### config.mk
export PLATFORM = sky130hd
export DESIGN_NAME = ulpi_tx_top
export DESIGN_NICKNAME = d
export VERILOG_FILES = /design/src/source/ulpi_pkg.sv /design/src/source/usb_stream_if.sv /design/src/source/stream_skid.sv /design/src/source/usb_crc16.sv /design/src/source/ulpi_tx_encoder.sv /design/src/source/ulpi_tx_top.sv
export SDC_FILE = /design/constraint.sdc
export NUM_CORES = 1
export LEC_CHECK = 0
export BUFFER_PORTS_ARGS = -buffer_cell sky130_fd_sc_hd__buf_4
export CAP_MARGIN = 20
export CORE_MARGIN = 8
export CORE_UTILIZATION = 34
export DETAILED_ROUTE_END_ITERATION = 8
export PLACE_DENSITY = 0.63
export SETUP_SLACK_MARGIN = 0.1
export SYNTH_ARGS = -nofsm -noshare
export SYNTH_HDL_FRONTEND = slang
export SYNTH_SLANG_ARGS = --single-unit
export TNS_END_PERCENT = 30
### constraint.sdc
create_clock -name clock -period 2.59 [get_ports clock]
set_input_delay 0.1295 -clock clock [delete_from_list [all_inputs] [get_ports clock]]
set_output_delay 0.1295 -clock clock [all_outputs]
set_load 0.005 [all_outputs]
### src/source/ulpi_pkg.sv
`default_nettype none

package ulpi_pkg;

  // Bus and field widths
  localparam int BYTE_W = 8;
  localparam int PID_W  = 4;
  localparam int ADDR_W = 6;

  typedef logic [BYTE_W-1:0] byte_t;

  // Top two bits of every transmit command byte
  typedef enum logic [1:0] {
    CMD_TX   = 2'b01,
    CMD_REGW = 2'b10
  } cmd_code_e;

  // Data and handshake PIDs sent by this link
  localparam logic [PID_W-1:0] PID_DATA0 = 4'h3;
  localparam logic [PID_W-1:0] PID_DATA1 = 4'hB;
  localparam logic [PID_W-1:0] PID_ACK   = 4'h2;
  localparam logic [PID_W-1:0] PID_NAK   = 4'hA;

  // ULPI line state, SE0 marks end of packet
  typedef logic [1:0] line_state_t;
  localparam line_state_t LS_SE0 = 2'b00;

  // One command byte, read as a transmit-PID or a register-write command
  typedef union packed {
    struct packed {
      cmd_code_e        code;
      logic [1:0]       zero;
      logic [PID_W-1:0] pid;
    } pid;
    struct packed {
      cmd_code_e         code;
      logic [ADDR_W-1:0] addr;
    } regw;
  } tx_cmd_u;

  typedef enum logic [3:0] {
    INIT, REGW, RDATA, IDLE, XPID, DATA, CRC_HI, CRC_LO, DONE, HSK
  } tx_state_e;

endpackage

`default_nettype wire

### src/source/usb_stream_if.sv
`timescale 1ns/10ps
`default_nettype none

interface usb_stream_if;
  import ulpi_pkg::*;

  // Byte moves on each edge with valid and ready both high
  logic  valid;
  logic  ready;
  logic  last;
  byte_t data;

  // Producer side
  modport source (
    output valid,
    output last,
    output data,
    input  ready
  );

  // Consumer side
  modport sink (
    input  valid,
    input  last,
    input  data,
    output ready
  );

endinterface

`default_nettype wire

### src/source/stream_skid.sv
`timescale 1ns/10ps
`default_nettype none

module stream_skid #(
  parameter int SKID_DEPTH = 2
) (
  input  logic            clock,
  input  logic            reset,
  input  logic            s_valid_i,
  input  logic            s_last_i,
  input  ulpi_pkg::byte_t s_data_i,
  output logic            s_ready_o,
  usb_stream_if.source    m
);
  import ulpi_pkg::*;

  localparam int CNT_W = $clog2(SKID_DEPTH + 1);

  // Entry 0 is always the head of the queue
  byte_t            data_q [SKID_DEPTH];
  logic             last_q [SKID_DEPTH];
  logic [CNT_W-1:0] count_q;
  logic [CNT_W-1:0] wr_idx;
  logic             push;
  logic             pop;

  // Upstream ready from occupancy only, no path back from nxt
  assign s_ready_o = count_q != CNT_W'(SKID_DEPTH);

  assign push = s_valid_i && s_ready_o;
  assign pop  = m.valid && m.ready;

  // A pop shifts everything down one slot before the new byte lands
  assign wr_idx = pop ? count_q - CNT_W'(1) : count_q;

  assign m.valid = count_q != '0;
  assign m.data  = data_q[0];
  assign m.last  = last_q[0];

  always_ff @(posedge clock) begin
    for (int i = 0; i < SKID_DEPTH; i++) begin
      if (push && wr_idx == CNT_W'(i)) begin
        data_q[i] <= s_data_i;
        last_q[i] <= s_last_i;
      end else if (pop && i + 1 < SKID_DEPTH) begin
        // Move up toward the head
        data_q[i] <= data_q[(i + 1 < SKID_DEPTH) ? i + 1 : i];
        last_q[i] <= last_q[(i + 1 < SKID_DEPTH) ? i + 1 : i];
      end
    end
  end

  // Occupancy
  always_ff @(posedge clock) begin
    if (reset) begin
      count_q <= '0;
    end else begin
      count_q <= count_q + CNT_W'(push) - CNT_W'(pop);
    end
  end

endmodule

`default_nettype wire

### src/source/usb_crc16.sv
`timescale 1ns/10ps
`default_nettype none

module usb_crc16 #(
  parameter logic [15:0] CRC_INIT = 16'hFFFF
) (
  input  logic            clock,
  input  logic            reset,
  input  logic            clear_i,
  input  logic            update_i,
  input  ulpi_pkg::byte_t data_i,
  output ulpi_pkg::byte_t crc_hi_o,
  output ulpi_pkg::byte_t crc_lo_o
);
  import ulpi_pkg::*;

  // x^16 + x^15 + x^2 + 1
  localparam logic [15:0] POLY = 16'h8005;

  logic [15:0] crc_q;

  // Eight serial steps, data LSB first as on the wire
  function automatic logic [15:0] crc_step(input logic [15:0] crc, input byte_t data);
    logic [15:0] acc;
    logic        fb;
    acc = crc;
    for (int i = 0; i < 8; i++) begin
      fb  = acc[15] ^ data[i];
      acc = {acc[14:0], 1'b0};
      if (fb) begin
        acc = acc ^ POLY;
      end
    end
    return acc;
  endfunction

  always_ff @(posedge clock) begin
    if (reset || clear_i) begin
      crc_q <= CRC_INIT;
    end else if (update_i) begin
      crc_q <= crc_step(crc_q, data_i);
    end
  end

  // Complemented and reversed, x^15 term leaves first
  always_comb begin
    for (int i = 0; i < 8; i++) begin
      crc_hi_o[i] = ~crc_q[15 - i];
      crc_lo_o[i] = ~crc_q[7 - i];
    end
  end

endmodule

`default_nettype wire

### src/source/ulpi_tx_encoder.sv
`timescale 1ns/10ps
`default_nettype none

module ulpi_tx_encoder (
  input  logic                         clock,
  input  logic                         reset,
  input  logic                         high_speed_i,
  input  logic                         reg_write_i,
  input  logic [ulpi_pkg::ADDR_W-1:0]  reg_addr_i,
  input  ulpi_pkg::byte_t              reg_data_i,
  output logic                         reg_done_o,
  input  logic                         hsk_send_i,
  output logic                         hsk_done_o,
  output logic                         pkt_done_o,
  output logic                         busy_o,
  input  logic [ulpi_pkg::PID_W-1:0]   s_pid_i,
  usb_stream_if.sink                   s,
  output logic                         crc_clear_o,
  output logic                         crc_update_o,
  output ulpi_pkg::byte_t              crc_data_o,
  input  ulpi_pkg::byte_t              crc_hi_i,
  input  ulpi_pkg::byte_t              crc_lo_i,
  input  ulpi_pkg::line_state_t        line_state_i,
  input  logic                         ulpi_dir_i,
  input  logic                         ulpi_nxt_i,
  output logic                         ulpi_stp_o,
  output ulpi_pkg::byte_t              ulpi_data_o
);
  import ulpi_pkg::*;

  // Output byte sources
  localparam logic [1:0] SEL_CMD = 2'd0;
  localparam logic [1:0] SEL_PAY = 2'd1;
  localparam logic [1:0] SEL_CRC = 2'd2;
  localparam logic [1:0] SEL_REG = 2'd3;

  tx_state_e  state_q, state_d;
  tx_cmd_u    cmd_w;
  byte_t      data_q, reg_data_q, sel_byte;
  logic [1:0] sel;
  logic       load, stp_d, hsk_done_d;
  logic       hold, pop, eop;
  logic       dir_q, stp_q, reg_done_q, hsk_done_q, pkt_done_q;
  logic       out_valid_q, out_last_q;

  // PHY owns the bus, or is handing it back
  assign hold = ulpi_dir_i || dir_q;

  // End of packet seen after at least one turnaround cycle
  assign eop = state_q == DONE && ulpi_dir_i && dir_q && !ulpi_nxt_i &&
               line_state_i == LS_SE0;

  // Pull a payload byte when nxt takes the output register, or it ran empty
  assign s.ready = !hold &&
                   ((state_q == XPID && ulpi_nxt_i) ||
                    (state_q == DATA && !out_last_q && (ulpi_nxt_i || !out_valid_q)));
  assign pop = s.valid && s.ready;

  // CRC runs over every payload byte taken from the skid buffer
  assign crc_clear_o  = state_q == IDLE;
  assign crc_update_o = pop;
  assign crc_data_o   = s.data;

  assign ulpi_data_o = data_q;
  assign ulpi_stp_o  = stp_q;
  assign reg_done_o  = reg_done_q;
  assign hsk_done_o  = hsk_done_q;
  assign pkt_done_o  = pkt_done_q;
  assign busy_o      = stp_q || !(state_q == INIT || state_q == IDLE);

  // Command byte, register write during INIT and transmit PID afterwards
  always_comb begin
    cmd_w = '0;
    if (state_q == INIT) begin
      cmd_w.regw.code = CMD_REGW;
      cmd_w.regw.addr = reg_addr_i;
    end else begin
      cmd_w.pid.code = CMD_TX;
      cmd_w.pid.zero = 2'b00;
      cmd_w.pid.pid  = s_pid_i;
    end
  end

  // Four-way byte selector feeding the output register
  always_comb begin
    case (sel)
      SEL_CMD: sel_byte = cmd_w;
      SEL_PAY: sel_byte = s.data;
      // First CRC byte leaves DATA, second leaves CRC_HI
      SEL_CRC: sel_byte = (state_q == DATA) ? crc_hi_i : crc_lo_i;
      // Register data after the command, zero for the stp cycle
      default: sel_byte = (state_q == REGW) ? reg_data_q : '0;
    endcase
  end

  always_comb begin
    state_d    = state_q;
    load       = 1'b0;
    sel        = SEL_REG;
    stp_d      = 1'b0;
    hsk_done_d = 1'b0;
    case (state_q)
      INIT: begin
        if (high_speed_i) begin
          state_d = IDLE;
        end else if (reg_write_i && !stp_q) begin
          state_d = REGW;
          load    = 1'b1;
          sel     = SEL_CMD;
        end
      end
      REGW: begin
        if (ulpi_nxt_i) begin
          state_d = RDATA;
          load    = 1'b1;
        end
      end
      RDATA: begin
        if (ulpi_nxt_i) begin
          state_d = INIT;
          load    = 1'b1;
          stp_d   = 1'b1;
        end
      end
      IDLE: begin
        // Handshakes win over a waiting packet
        if (!stp_q && hsk_send_i) begin
          state_d = HSK;
          load    = 1'b1;
          sel     = SEL_CMD;
        end else if (!stp_q && s.valid) begin
          state_d = XPID;
          load    = 1'b1;
          sel     = SEL_CMD;
        end
      end
      HSK: begin
        if (ulpi_nxt_i) begin
          state_d    = IDLE;
          load       = 1'b1;
          stp_d      = 1'b1;
          hsk_done_d = 1'b1;
        end
      end
      XPID: begin
        // First payload byte replaces the PID as it is taken
        if (ulpi_nxt_i) begin
          state_d = DATA;
          load    = 1'b1;
          sel     = SEL_PAY;
        end
      end
      DATA: begin
        if (ulpi_nxt_i && out_last_q) begin
          state_d = CRC_HI;
          load    = 1'b1;
          sel     = SEL_CRC;
        end else if (pop) begin
          load = 1'b1;
          sel  = SEL_PAY;
        end
      end
      CRC_HI: begin
        if (ulpi_nxt_i) begin
          state_d = CRC_LO;
          load    = 1'b1;
          sel     = SEL_CRC;
        end
      end
      CRC_LO: begin
        if (ulpi_nxt_i) begin
          state_d = DONE;
          load    = 1'b1;
          stp_d   = 1'b1;
        end
      end
      default: begin
        // DONE only leaves on eop below
        state_d = state_q;
      end
    endcase
    // Freeze while the PHY has the bus
    if (hold) begin
      state_d    = state_q;
      load       = 1'b0;
      stp_d      = 1'b0;
      hsk_done_d = 1'b0;
    end
    if (eop) begin
      state_d = IDLE;
    end
  end

  always_ff @(posedge clock) begin
    if (reset) begin
      state_q    <= INIT;
      dir_q      <= 1'b0;
      stp_q      <= 1'b0;
      data_q     <= '0;
      reg_done_q <= 1'b0;
      hsk_done_q <= 1'b0;
      pkt_done_q <= 1'b0;
    end else begin
      state_q    <= state_d;
      dir_q      <= ulpi_dir_i;
      stp_q      <= stp_d;
      // Register write completes one cycle after its stp
      reg_done_q <= stp_q && state_q == INIT;
      hsk_done_q <= hsk_done_d;
      pkt_done_q <= eop;
      if (load) begin
        data_q <= sel_byte;
      end
    end
  end

  // Tracks whether the output register holds an unsent payload byte
  always_ff @(posedge clock) begin
    if (reset) begin
      out_valid_q <= 1'b0;
      out_last_q  <= 1'b0;
    end else if (pop) begin
      out_valid_q <= 1'b1;
      out_last_q  <= s.last;
    end else if (!hold && state_q == DATA && ulpi_nxt_i) begin
      out_valid_q <= 1'b0;
    end
  end

  // Data byte captured with the command
  always_ff @(posedge clock) begin
    if (state_q == INIT && load) begin
      reg_data_q <= reg_data_i;
    end
  end

endmodule

`default_nettype wire

### src/source/ulpi_tx_top.sv
`timescale 1ns/10ps
`default_nettype none

module ulpi_tx_top #(
  parameter int          SKID_DEPTH = 2,
  parameter logic [15:0] CRC_INIT   = 16'hFFFF
) (
  input  logic                         clock,
  input  logic                         reset,
  input  logic                         high_speed_i,
  input  logic                         reg_write_i,
  input  logic [ulpi_pkg::ADDR_W-1:0]  reg_addr_i,
  input  ulpi_pkg::byte_t              reg_data_i,
  output logic                         reg_done_o,
  input  logic                         hsk_send_i,
  output logic                         hsk_done_o,
  output logic                         pkt_done_o,
  output logic                         busy_o,
  input  logic                         s_valid_i,
  input  logic                         s_last_i,
  input  ulpi_pkg::byte_t              s_data_i,
  output logic                         s_ready_o,
  input  logic [ulpi_pkg::PID_W-1:0]   s_pid_i,
  input  ulpi_pkg::line_state_t        line_state_i,
  input  logic                         ulpi_dir_i,
  input  logic                         ulpi_nxt_i,
  output logic                         ulpi_stp_o,
  output ulpi_pkg::byte_t              ulpi_data_o
);
  import ulpi_pkg::*;

  usb_stream_if stream ();

  byte_t crc_data, crc_hi, crc_lo;
  logic  crc_clear, crc_update;
  logic  link_up_q, skid_ready;

  // Stream is closed until high speed, and stays open after that
  always_ff @(posedge clock) begin
    if (reset) begin
      link_up_q <= 1'b0;
    end else if (high_speed_i) begin
      link_up_q <= 1'b1;
    end
  end

  assign s_ready_o = skid_ready && link_up_q;

  stream_skid #(
    .SKID_DEPTH(SKID_DEPTH)
  ) u_skid (
    .clock    (clock),
    .reset    (reset),
    .s_valid_i(s_valid_i && link_up_q),
    .s_last_i (s_last_i),
    .s_data_i (s_data_i),
    .s_ready_o(skid_ready),
    .m        (stream)
  );

  usb_crc16 #(
    .CRC_INIT(CRC_INIT)
  ) u_crc (
    .clock   (clock),
    .reset   (reset),
    .clear_i (crc_clear),
    .update_i(crc_update),
    .data_i  (crc_data),
    .crc_hi_o(crc_hi),
    .crc_lo_o(crc_lo)
  );

  ulpi_tx_encoder u_enc (
    .clock       (clock),
    .reset       (reset),
    .high_speed_i(high_speed_i),
    .reg_write_i (reg_write_i),
    .reg_addr_i  (reg_addr_i),
    .reg_data_i  (reg_data_i),
    .reg_done_o  (reg_done_o),
    .hsk_send_i  (hsk_send_i),
    .hsk_done_o  (hsk_done_o),
    .pkt_done_o  (pkt_done_o),
    .busy_o      (busy_o),
    .s_pid_i     (s_pid_i),
    .s           (stream),
    .crc_clear_o (crc_clear),
    .crc_update_o(crc_update),
    .crc_data_o  (crc_data),
    .crc_hi_i    (crc_hi),
    .crc_lo_i    (crc_lo),
    .line_state_i(line_state_i),
    .ulpi_dir_i  (ulpi_dir_i),
    .ulpi_nxt_i  (ulpi_nxt_i),
    .ulpi_stp_o  (ulpi_stp_o),
    .ulpi_data_o (ulpi_data_o)
  );

endmodule

`default_nettype wire

### Word level (Yosys, flattened, before mapping)

Memory sizes are Yosys's and may differ from the RTL's. A register that Yosys moved wholly into a read port is not among the register bits.
Index checks and enable logic that the tools add are counted.

* register bits after elaboration: 45
* latch bits: 0
* bits in writable memories: 18
* bits in read-only memories: 0
* input bits: 37
* word-level logic and storage cells: 213
* memories: 2

Memory list
* u_skid.data_q: depth 2, width 8, read ports 2, clocked after memory_dff 0, wr ports 1, RTL line stream_skid.sv:20 `byte_t data_q [SKID_DEPTH];`
* u_skid.last_q: depth 2, width 1, read ports 2, clocked after memory_dff 1, wr ports 1, RTL line stream_skid.sv:21 `logic last_q [SKID_DEPTH];`

* add/subtract/negate cells: 3
* $mul: 0
* divide/modulo/power cells: 0
* $lt $le $gt $ge: 0
* equality and inequality tests: 32
* shift operators: 0
* mux-type cells: 75
* bitwise operators: 37
* reductions and logical operators: 51

Operator list (count)
* $mux 16: 22
* $mux 4: 11
* $mux 8: 5
* $pmux 4 s9: 1
* $not 3->3: 8
* $pmux 8 s3: 1
* $mux 1: 23
* $logic_and 1x1->1: 22
* $reduce_and 11->1: 2
* $ne 3x2->1 const B: 7
* $mux 2: 10
* $not 1->1: 19
* $eq 4x3->1 const B: 4
* $ne 2x2->1 const B: 8
* $pmux 2 s5: 1
* $reduce_bool 10->1: 1
* $reduce_bool 9->1: 1
* $reduce_or 3->1: 3
* $eq 4x2->1 const B: 2
* $eq 4x4->1 const B: 2
* $reduce_or 8->1: 1
* $xor 1x1->1: 8
* $logic_not 1->1: 6
* $logic_not 2->1: 3
* other kinds (18): 27

### Longest topological paths before layout

Gate-level depths: netlist (run 1).

* word-level depth: 34
* depth in mapped cells: 10

### By module

Synthesis (run 1) repeated with hierarchy kept, for this count alone.

* cell total of the unflattened synthesis: 358
* area, all modules: 3580.9 µm²

By module, submodules not included
* ulpi_tx_encoder: instances 1, cells each 196, area each 1791.7 µm²
* stream_skid: instances 1, cells each 59, area each 910.9 µm²
* usb_crc16: instances 1, cells each 99, area each 835.8 µm²
* ulpi_tx_top: instances 1, cells each 4, area each 42.5 µm²

### Least setup slack after synthesis (run 1)

No wires, ideal clock.

* kind: flip-flop to flip-flop
* from: register u_skid.count_q[1]
* to: memory u_skid.data_q[0][0] in the netlist's numbering (data pin)
* library setup time: 0.260 ns
* arrival time: 2.559 ns
* data required time: 2.330 ns
* slack: -0.229 ns
* cell stages (with the launch flop): 8
* buffers on the path: 0
* clock period less this slack: 2.819 ns
* cells stage by stage: dfxtp_1 > inv_1 > ha_1 > or3_1 > a2111oi_0 > ha_1 > a31oi_4 > mux2_2

* word-level cells in the longest chain between the ends: 9
* elaborated cells on any way between the ends: 18
* those cells by class: add/sub (1); eq/ne (2); mux (8); reduce/logical (7)

Ends and longest elaborated chain
* start: declaration: RTL line stream_skid.sv:22 `logic [CNT_W-1:0] count_q;`
* start signal: assignment: RTL line stream_skid.sv:58 `count_q <= count_q + CNT_W'(push) - CNT_W'(pop);`
* $reduce_bool 2->1 *: RTL line stream_skid.sv:36 `assign m.valid = count_q != '0;`
* $logic_and 1x1->1 *
* via crc_update: RTL line ulpi_tx_top.sv:35 `logic crc_clear, crc_update;`
* $mux 2: RTL line stream_skid.sv:34 `assign wr_idx = pop ? count_q - CNT_W'(1) : count_q;`
* $eq 2x1->1 / $logic_not 2->1 (equally long branches): RTL line stream_skid.sv:42 `if (push && wr_idx == CNT_W'(i)) begin`
* $logic_and 1x1->1: RTL line stream_skid.sv:42
* $mux 1: RTL line stream_skid.sv:42
* $mux 1, on equally long branches: RTL line stream_skid.sv:43, stream_skid.sv:47
* $reduce_or 8->1 (no line) / $mux 8 (equally long branches)
* $mux 8 (no line) *
* end: declaration: RTL line stream_skid.sv:20

The timed path passes the listed nets; every way through them passes the cells marked *.

### Worst setup path in the final report (run 1)

* from: register u_skid.count_q[0]
* to: memory u_skid.data_q[0][6] in the netlist's numbering (data pin)

Same word-level chain as after synthesis.

==> results of run 1 <==
## logic make-up (layout without fill, tap and decap cells)
group	Yosys count	in the layout
and+or+nand+nor	100	100
adders and majority gates	4	4
buffers and inverters	28	115
DFF	64	64
muxes	19	19
AOI/OAI and AO/OA	78	78
xor gates and xnor gates	23	23
## repair_timing
item,CTS,global route
hold buffers,17,0
endpoints found under the setup margin,9,19
resized for setup,0,3
pin swaps,4,3
setup buffers,2,2
hold endpoints to repair,17,0
## critical path, delay by kind of cell, from the launching register on
kind                       cells  cell delay [ps]
and+or+nand+nor                1              350
buffers and inverters          2              210
adders and majority gates      2              540
muxes                          1              330
AOI/OAI and AO/OA              2              400
DFF                            1              310
## state kept, by name (all words and copies together), names as in the netlist
register	flops
u_enc.out_last_q	1
u_enc.dir_q	1
u_enc.pkt_done_o	1
u_skid.count_q	2
u_enc.ulpi_stp_o	1
u_skid.data_q	16
u_enc.out_valid_q	1
u_enc.reg_done_o	1
u_enc.hsk_done_o	1
u_crc.crc_q	16
u_enc.reg_data_q	8
u_skid.last_q	2
u_enc.ulpi_data_o	8
link_up_q	1
u_enc.state_q	4
## worst paths after layout
path                                         from                  end
worst max register to register  u_skid.count_q[0]  u_skid.data_q[0][6]
worst min-delay path                   ulpi_dir_i          u_enc.dir_q
worst max-delay path            u_skid.count_q[0]  u_skid.data_q[0][6]
worst min register to register          link_up_q            link_up_q
## cell usage after synthesis, types with 3 or more instances
cell type | count | area [um2]
a211oi_1 | 3 | 22.5
a21oi_1 | 11 | 55.1
a221oi_1 | 5 | 43.8
a22o_1 | 5 | 43.8
a311oi_1 | 5 | 43.8
a31oi_1 | 3 | 18.8
a41oi_1 | 3 | 26.3
and2_1 | 3 | 18.8
buf_2 | 8 | 40.0
clkbuf_1 | 10 | 37.5
dfxtp_1 | 38 | 761
edfxtp_1 | 26 | 781
ha_1 | 4 | 50.1
inv_1 | 8 | 30.0
mux2_2 | 9 | 101
mux2i_1 | 10 | 100
nand2_1 | 38 | 143
nand2b_1 | 3 | 18.8
nand3_1 | 3 | 15.0
nor2_1 | 16 | 60.1
nor2b_1 | 11 | 68.8
nor3_1 | 10 | 50.1
nor4b_1 | 3 | 26.3
o211ai_1 | 10 | 75.1
o21ai_0 | 5 | 25.0
o221ai_1 | 4 | 35.0
o22ai_1 | 5 | 31.3
or3_1 | 3 | 18.8
xnor2_1 | 20 | 175
## layout make-up
class | count | area, um2 | area share [%]
timing repair buffer | 91 | 751 | 17.3
clock inverter | 7 | 95.1 | 2.20
inverter | 8 | 30.0 | 0.694
sequential | 64 | 1540 | 35.6
multi-input combinational | 224 | 1620 | 37.5
tap | 129 | 161 | 3.73
clock buffer | 9 | 124 | 2.86
## routing by layer
layer | routed length (um) | up-vias
met1 | 3800 | 1221
met5 | 0 | -
met3 | 403 | 7
li1 | - | 1341
met2 | 3640 | 72
met4 | 102 | 0
## metrics by stage
step | util (%) | worst slack [ps] | power (mW)
global route | 46.8 | 95.6 | 2.55
detailed placement | 42.1 | -0.212 | 1.50
floorplan | - | 78.3 | 1.35
finish | 46.8 | 207 | 2.44
CTS | 46.6 | 111 | 2.47
global placement | 42.1 | 69.9 | 1.49
## power groups by stage
| stage | Clock [mW] | Combinational (mW) | Sequential [mW] |
|---|---|---|---|
| final | 0.941 | 0.388 | 1.11 |
| after global routing | 1.01 | 0.431 | 1.11 |
| after CTS | 0.972 | 0.389 | 1.11 |
| after detailed placement | 0 | 0.365 | 1.13 |
| after global placement | 0 | 0.362 | 1.13 |
| after floorplan | 0 | 0.228 | 1.12 |
==> results by group, run 1 <==
Status
  – Status: finished, final reports clean

Timing
  – Fin crit period: 2380 ps
  – Worst-margin pin slew: 455 ps
  – Slew headroom: 69.6%
  – Worst hold slack: 49.4 ps
  – Final period utilization: 92.0%
  – Max Transition Viols Final: 0
  – F_max: 420 MHz
  – RSZ-0062 raised after global routing: true
  – Setup TNS: 0 ps
  – Setup violations, final: 0
  – Clk_skew: 7.08 ps
  – Final hold vios: 0

Clocking
  – Clk_lat worst skew: 340 ps
  – CTS clock-pin slew for the worst setup and hold paths: 70 ps
  – H-tree levels: 3
  – TritonCTS clock tree: done
  – Root Driver: clkbuf_8
  – # clock sinks: 64
  – Total CTS buffers: 9
  – Clock buffer depth: 2

Yosys
  – Syn Nets: 357
  – Main combinational cell family by area after synthesis: compound AO/OA/AOI/OAI gates
  – Area of the mapped netlist: 3250 um2
  – Post-Synth XOR/XNOR Area: 7.04%
  – Most used flip-flop cell after synthesis: dfxtp_1
  – Netlist cell types: 53
  – Avg Cell Area, Syn: 10.3 um2
  – Mux contribution to synthesized area: 6.20%
  – Compound-cell area share of the yosys netlist: 18.7%
  – Synth warn: 0
  – Post-Syn Instances: 316
  – Simple-Gate Fraction of Synth Area: 15.5%
  – Yosys reg bits: 64
  – Register area share after synthesis: 47.4%
  – Adder-Cell Fraction of Synth Area: 1.54%
  – Number of synthesized flops with an enable pin: 26
  – Ys async rst share: 0%

Power and ir drop
  – Combinational Power Share: 15.9%
  – Switching pwr: 0.610 mW
  – Pwr Density: 564 nW/um2
  – LEAKAGE: 1.69 nW
  – Int Pwr: 1.83 mW
  – Clk pwr share: 38.6%
  – Sequential share of power: 45.5%
  – Peak supply drop: 0.282 mV
  – Sw Ratio: 25.0%

Worst setup path
  – Most frequent CP cell: ha_1
  – Crit. End Element: flop
  – Internal reg-to-reg setup slack: 210 ps
  – Largest fanout on the critical path: 9
  – Crit path DAT: 2480 ps
  – Critical Path RT: 2680 ps
  – Worst-path cell chain: inv_1 > ha_1 > or3_4 > a2111oi_4 > ha_1 > a31oi_4 > buf_12 > mux2_2
  – Worst reg-to-reg path cell count: 8
  – Critical Path Max Stage Delay: 350 ps
  – CP Launch Type: flop
  – Critical Setup Path Class: flop to flop
  – CP max stage cell: or3_4

Global route
  – Global route hottest layer: met2
  – Met1 usage: 16.7%
  – GR Util met2: 20.3%
  – GRT Total Usage: 13.0%
  – Met3 Usage GRT: 3.75%
  – First-pass GRT wire length: 13.5 mm
  – Vias in the first global route: 2,685
  – Pin count of the biggest net entering global routing: 28
  – Initial antenna violation count: 0
  – GRT overflow: 0

Die
  – Die height: 114 um
  – Die X-Extent: 114 um
  – I/O pins: 51
  – Core area: 9240 um2
  – Initial Util: 35.2%
  – Die Footprint: 12,900 um2
  – Row Count: 35

Routing
  – TritonRoute pass-1 iters: 4
  – DRT antenna net count: 0
  – Total number of vias: 2,641
  – Initial DRC Count: 122
  – Wire per inst: 14.9 um
  – WL final: 7.95 mm
  – Vias per cell: 4.96
  – DRC: 0

Final layout
  – Post-route design area: 4330 um2
  – Nets: 439
  – Post-route insts no fill: 532
  – Fillers: 884
  – Area Growth Syn to Fin: 33.1%
  – Fraction of layout cells with a size suffix above 1: 26.8%
  – Most common cell after layout, fill and taps aside: buf_4
  – Most frequent cells in the layout: buf_4 (72), nand2_1 (38), dfxtp_1 (37)
  – Antenna cells: 0

Placed design
  – Number of port buffers: 50
  – Final RePlAce weighted congestion: 0.793
  – DP HPWL: 5.74 mm
  – Placed Area: 3890 um2
  – Placed insts: 495

Min path
  – Hold Path Class: input port to flop
  – Hold path depth: 2

Job
  – Max_cap viols: 0
Power figures use the tool's default switching activity.
==> run 2, diff against run 1 <==
==> constraint.sdc (replaced) <==
create_clock -name clock -period 1.9 [get_ports clock]
set_input_delay 0.095 -clock clock [delete_from_list [all_inputs] [get_ports clock]]
set_output_delay 0.095 -clock clock [all_outputs]
set_load 0.005 [all_outputs]
==> run 2 against run 1 <==
The run now ends with setup timing left. Clock skew is 1.2 ps lower. Clock power up 19%. Die area unchanged. Worst setup slack got worse by 620 ps. First-iteration DRC count fell by 4.9%. Via count grew 8.0%. Sequential power up 36%. Flip-flop and latch count did not move. Largest power group unchanged.
==> results by group, run 2 (synthesized netlist as in run 1, its figures left out) <==
Power and ir drop
  – Peak supply drop: 0.312 mV
  – LEAKAGE: 1.96 nW
  – Pwr Density: 686 nW/um2

Min path
  – HP Start: ulpi_dir_i
  – Hold path depth: 2
  – Hold Path Class: input port to flop
  – Worst hold endpoint: u_enc.dir_q

Worst setup path
  – Worst-path cell chain: inv_2 > ha_4 > or3_4 > a2111oi_4 > ha_4 > a31oi_4 > buf_12 > mux2_4
  – Internal reg-to-reg setup slack: -420 ps
  – Most frequent CP cell: ha_4
  – Crit. End Element: flop
  – Cell family with most CP delay: adder cells
  – Reg-to-reg startpoint: u_skid.count_q[1]
  – Crit path DAT: 2410 ps
  – Worst reg-to-reg path cell count: 8
  – CP bufs+invs: 2
  – Critical Path RT: 1990 ps
  – Critical Path Max Stage Delay: 350 ps
  – Critical Setup Path Class: flop to flop
  – Largest fanout on the critical path: 9
  – Reg-to-reg endpoint: u_skid.data_q[0][0]
  – CP max stage cell: or3_4
  – CP Launch Type: flop

Timing
  – Setup violations, final: 60
  – Worst-margin pin slew: 424 ps
  – Setup TNS: -10,850 ps
  – Worst hold slack: 34.5 ps
  – Max Transition Viols Final: 0
  – Final hold vios: 0
  – Final period utilization: 122%
  – RSZ-0062 raised after global routing: true
  – Fin crit period: 2320 ps
  – Final setup margin: -417 ps
  – Clk_skew: 5.91 ps
  – Slew headroom: 71.3%
  – F_max: 432 MHz

Global route
  – First-pass GRT wire length: 14.4 mm
  – Initial antenna violation count: 0
  – GRT Total Usage: 13.7%
  – GRT overflow: 0
  – Pin count of the biggest net entering global routing: 28
  – Vias in the first global route: 2,981

Final layout
  – Regs by FF count: u_crc.crc_q (16), u_skid.data_q (16)
  – Area Growth Syn to Fin: 49.0%
  – Register Area: 1550 um2
  – Multi-input logic area: 1840 um2
  – Fraction of layout cells with a size suffix above 1: 39.7%
  – Most common cell after layout, fill and taps aside: buf_4
  – Most frequent cells in the layout: buf_4 (108), nand2_1 (37), dfxtp_1 (34)
  – Nets: 482
  – Fillers: 810
  – Antenna cells: 0

Clocking
  – H-tree levels: 3
  – TritonCTS clock tree: done
  – Clock buffer depth: 2
  – Total CTS buffers: 9
  – Clk_lat worst skew: 340 ps
  – # clock sinks: 64
  – CTS clock-pin slew for the worst setup and hold paths: 70 ps
  – Root Driver: clkbuf_8

Routing
  – Wire per inst: 15.0 um
  – DRT antenna net count: 0
  – TritonRoute pass-1 iters: 4
  – Vias per cell: 4.96
  – DRC: 0
  – WL final: 8.64 mm
  – Total number of vias: 2,852
  – Initial DRC Count: 116

Die
  – Row Count: 35
  – Core area: 9240 um2
  – I/O pins: 51
  – Initial Util: 35.2%
  – Die X-Extent: 114 um
  – Die Footprint: 12,900 um2
  – Die height: 114 um

Placed design
  – DP HPWL: 6.15 mm
  – Final RePlAce weighted congestion: 0.788
  – Number of port buffers: 50

Job
  – Max_cap viols: 0

Status
  – Status: finished, violations left
  – Failing checks: setup timing
## run 2: changes by cell type in the layout (fill, tap and decap cells not counted), sizes merged
cell / before / now
o2111a: 1 / 2
inv: 9 / 8
clkinvlp: 3 / 1
bufinv: 2 / 1
buf: 74 / 116
clkinv: 1 / 5
## run 2: per-stage QoR
step           cells  power (mW)  setup slack (ps)  instance area, um2  utilization [%]
5_1_grt          575        3.47              -478                4840             52.4
3_3_place_gp     534        2.12              -388                4240             45.9
3_5_place_dp     534        2.13              -459                4240             45.9
6_report         575        3.32              -417                4840             52.4
4_1_cts          573        3.32              -442                4750             51.5
2_1_floorplan    316        1.86              -465                3350                -
## run 2: how the worst max path moves through the flow
stage | start | endpoint | slack, ps | cells past startpoint
detailed placement | u_skid.count_q[0] | u_skid.data_q[0][2] | -460 | 8
finish | u_skid.count_q[1] | u_skid.data_q[0][0] | -420 | 8
global route | u_skid.count_q[1] | u_skid.data_q[0][2] | -480 | 8
floorplan | u_skid.count_q[1] | u_skid.data_q[0][0] | -460 | 7
CTS | u_skid.count_q[1] | u_skid.data_q[0][2] | -440 | 8
global placement | u_skid.count_q[0] | u_skid.data_q[0][1] | -390 | 8
## run 2: repair_timing
action,in CTS,in global routing
hold buffers,17,0
gates cloned,2,0
hold endpoints to repair,17,0
pin swaps,14,12
setup buffers,4,2
endpoints found under the setup margin,67,67
gates resized for setup,24,15
## run 2: final cells by class
cell class                      count  share of cell area, %
Clock buffer                        9                   2.56
Clock inverter                      7                   1.29
Inverter                            8                  0.724
Multi-Input combinational cell    225                   37.9
Sequential cell                    64                   31.9
Tap cell                          129                   3.33
Timing Repair Buffer              133                   22.2
## run 2: where the power goes
group          internal (mW)  switching (mW)  leakage [nW]
logic                  0.383           0.310          1.32
clock network          0.592           0.527        0.0917
registers               1.48          0.0288         0.547
## run 2: routing by layer
metal	part of all wire (%)	routed length (um)	global-route usage (%)	vias to the layer above
li1	-	-	-	1436
met1	48	4120	16.9	1338
met2	47	4070	22.4	63
met3	3.6	308	3.22	15
met4	1.7	148	6.12	0
met5	0	0	0	-
==> run 3, diff against run 2 <==
--- a/config.mk
+++ b/config.mk
@@ -10,7 +10,7 @@
 export CORE_MARGIN = 8
 export CORE_UTILIZATION = 34
 export DETAILED_ROUTE_END_ITERATION = 8
-export PLACE_DENSITY = 0.63
+export PLACE_DENSITY = 0.61
 export SETUP_SLACK_MARGIN = 0.1
 export SYNTH_ARGS = -nofsm -noshare
 export SYNTH_HDL_FRONTEND = slang
==> constraint.sdc (replaced) <==
create_clock -name clock -period 2.4 [get_ports clock]
set_input_delay 0.12 -clock clock [delete_from_list [all_inputs] [get_ports clock]]
set_output_delay 0.12 -clock clock [all_outputs]
set_load 0.005 [all_outputs]
==> run 3 against run 2 <==
The run now ends clean. Cell area fell by 10%. Via count fell by 6.7%. Wire length fell by 8.5%. Flip-flop and latch count did not move. First-iteration DRC count fell by 24%.
==> results by group, run 3 (synthesized netlist as in run 1, its figures left out) <==
Timing
  – F_max: 426 MHz
  – RSZ-0062 raised after global routing: true
  – Clk_skew: 12.6 ps
  – Worst hold slack: 55.2 ps
  – Fin crit period: 2350 ps
  – Max Transition Viols Final: 0
  – Worst-margin pin slew: 633 ps
  – Setup violations, final: 0
  – Final setup margin: 53.1 ps
  – Final hold vios: 0
  – Slew headroom: 57.2%
  – Final period utilization: 97.8%

Final layout
  – Most common cell after layout, fill and taps aside: buf_4
  – Regs by FF count: u_crc.crc_q (16), u_skid.data_q (16)
  – Most frequent cells in the layout: buf_4 (70), nand2_1 (38), dfxtp_1 (36)
  – Antenna cells: 0
  – Nets: 436
  – Area Growth Syn to Fin: 33.6%
  – Fraction of layout cells with a size suffix above 1: 28.2%

Worst setup path
  – CP max stage cell: or3_4
  – Largest fanout on the critical path: 9
  – Crit path DAT: 2430 ps
  – Critical Setup Path Class: flop to flop
  – Worst-path cell chain: inv_4 > ha_4 > or3_4 > a2111oi_4 > ha_4 > a31oi_4 > buf_12 > mux2_4
  – Most frequent CP cell: ha_4
  – Critical Path RT: 2480 ps
  – Worst reg-to-reg path cell count: 8
  – CP Launch Type: flop
  – Crit. End Element: flop
  – Critical Path Max Stage Delay: 370 ps

Power and ir drop
  – Pwr Density: 588 nW/um2
  – Peak supply drop: 0.232 mV
  – LEAKAGE: 1.71 nW
  – Overall power: 2.55 mW

Die
  – Initial Util: 35.2%
  – Row Count: 35
  – Core area: 9240 um2
  – Die X-Extent: 114 um
  – I/O pins: 51
  – Die Footprint: 12,900 um2
  – Die height: 114 um

Clocking
  – # clock sinks: 64
  – Clk_lat worst skew: 340 ps
  – H-tree levels: 3
  – Clock buffer depth: 2
  – Total CTS buffers: 9
  – TritonCTS clock tree: done
  – CTS clock-pin slew for the worst setup and hold paths: 70 ps
  – Root Driver: clkbuf_8

Routing
  – WL final: 7.91 mm
  – Initial DRC Count: 88
  – DRC: 0
  – Vias per cell: 5.03
  – Wire per inst: 14.9 um
  – DRT antenna net count: 0
  – Total number of vias: 2,660
  – TritonRoute pass-1 iters: 4

Placed design
  – Number of port buffers: 50
  – Worst slack, placed: -7.82 ps
  – DP HPWL: 5.85 mm
  – Final RePlAce weighted congestion: 0.789

Global route
  – Initial antenna violation count: 0
  – Pin count of the biggest net entering global routing: 28
  – GRT Total Usage: 12.8%
  – Vias in the first global route: 2,719
  – GRT overflow: 0
  – First-pass GRT wire length: 13.3 mm

Min path
  – Hold Path Class: input port to flop
  – Hold path depth: 2

Status
  – Status: finished, final reports clean

Job
  – Max_cap viols: 0
-- run 3: power by group --
part | total [mW] | switching, mW | internal [mW]
registers | 1.20 | 0.0249 | 1.17
logic | 0.434 | 0.206 | 0.228
clock network | 0.923 | 0.444 | 0.479
total | 2.55 | 0.674 | 1.88
-- run 3: worst paths after layout --
kind	slack (ps)	end	startpoint
max	50	u_skid.data_q[0][5]	u_skid.count_q[1]
min	60	u_enc.dir_q	ulpi_dir_i
max reg2reg	50	u_skid.data_q[0][5]	u_skid.count_q[1]
min reg2reg	460	link_up_q	link_up_q
-- run 3: layout make-up --
type | count | area, um2
clock inverter | 7 | 71.3
inverter | 8 | 32.5
tap | 129 | 161
sequential | 64 | 1540
timing repair buffer | 88 | 716
multi-input combinational | 224 | 1690
fill | 906 | 4900
clock buffer | 9 | 124
-- run 3: worst max-delay path: cells and delay by family, from the launching register on --
family	cells	cell delay, ps
compound gates	2	420
flops	1	360
fa+ha+maj	2	430
simple gates	1	370
buf+inv	2	210
mux	1	300
-- run 3: what timing repair did --
action	4_1_cts	5_1_grt
resized for setup	0	6
hold buffers	17	0
buffers inserted	0	1
endpoints found under the setup margin	9	35
pin swaps	1	2
endpoints found under the hold margin	17	0
cloned	0	0
-- run 3: metrics by stage --
step	utilization [%]	cell area [um2]	TNS (ps)	std cells
floorplan	-	3330	0	316
global placement	42.7	3940	0	495
detailed placement	42.7	3940	-23.1	495
CTS	46.6	4310	-0.379	528
global route	47.0	4340	-157	529
finish	47.0	4340	0	529
-- run 3: routing by layer --
| layer | track usage (%) | wire, um | share of wire [%] | up-vias |
|---|---|---|---|---|
| met1 | 16.6 | 3850 | 49 | 1252 |
| li1 | - | - | - | 1333 |
| met2 | 19.5 | 3550 | 45 | 65 |
| met4 | 6.30 | 136 | 1.7 | 0 |
| met5 | 0 | 0 | 0 | - |
| met3 | 2.85 | 375 | 4.7 | 10 |
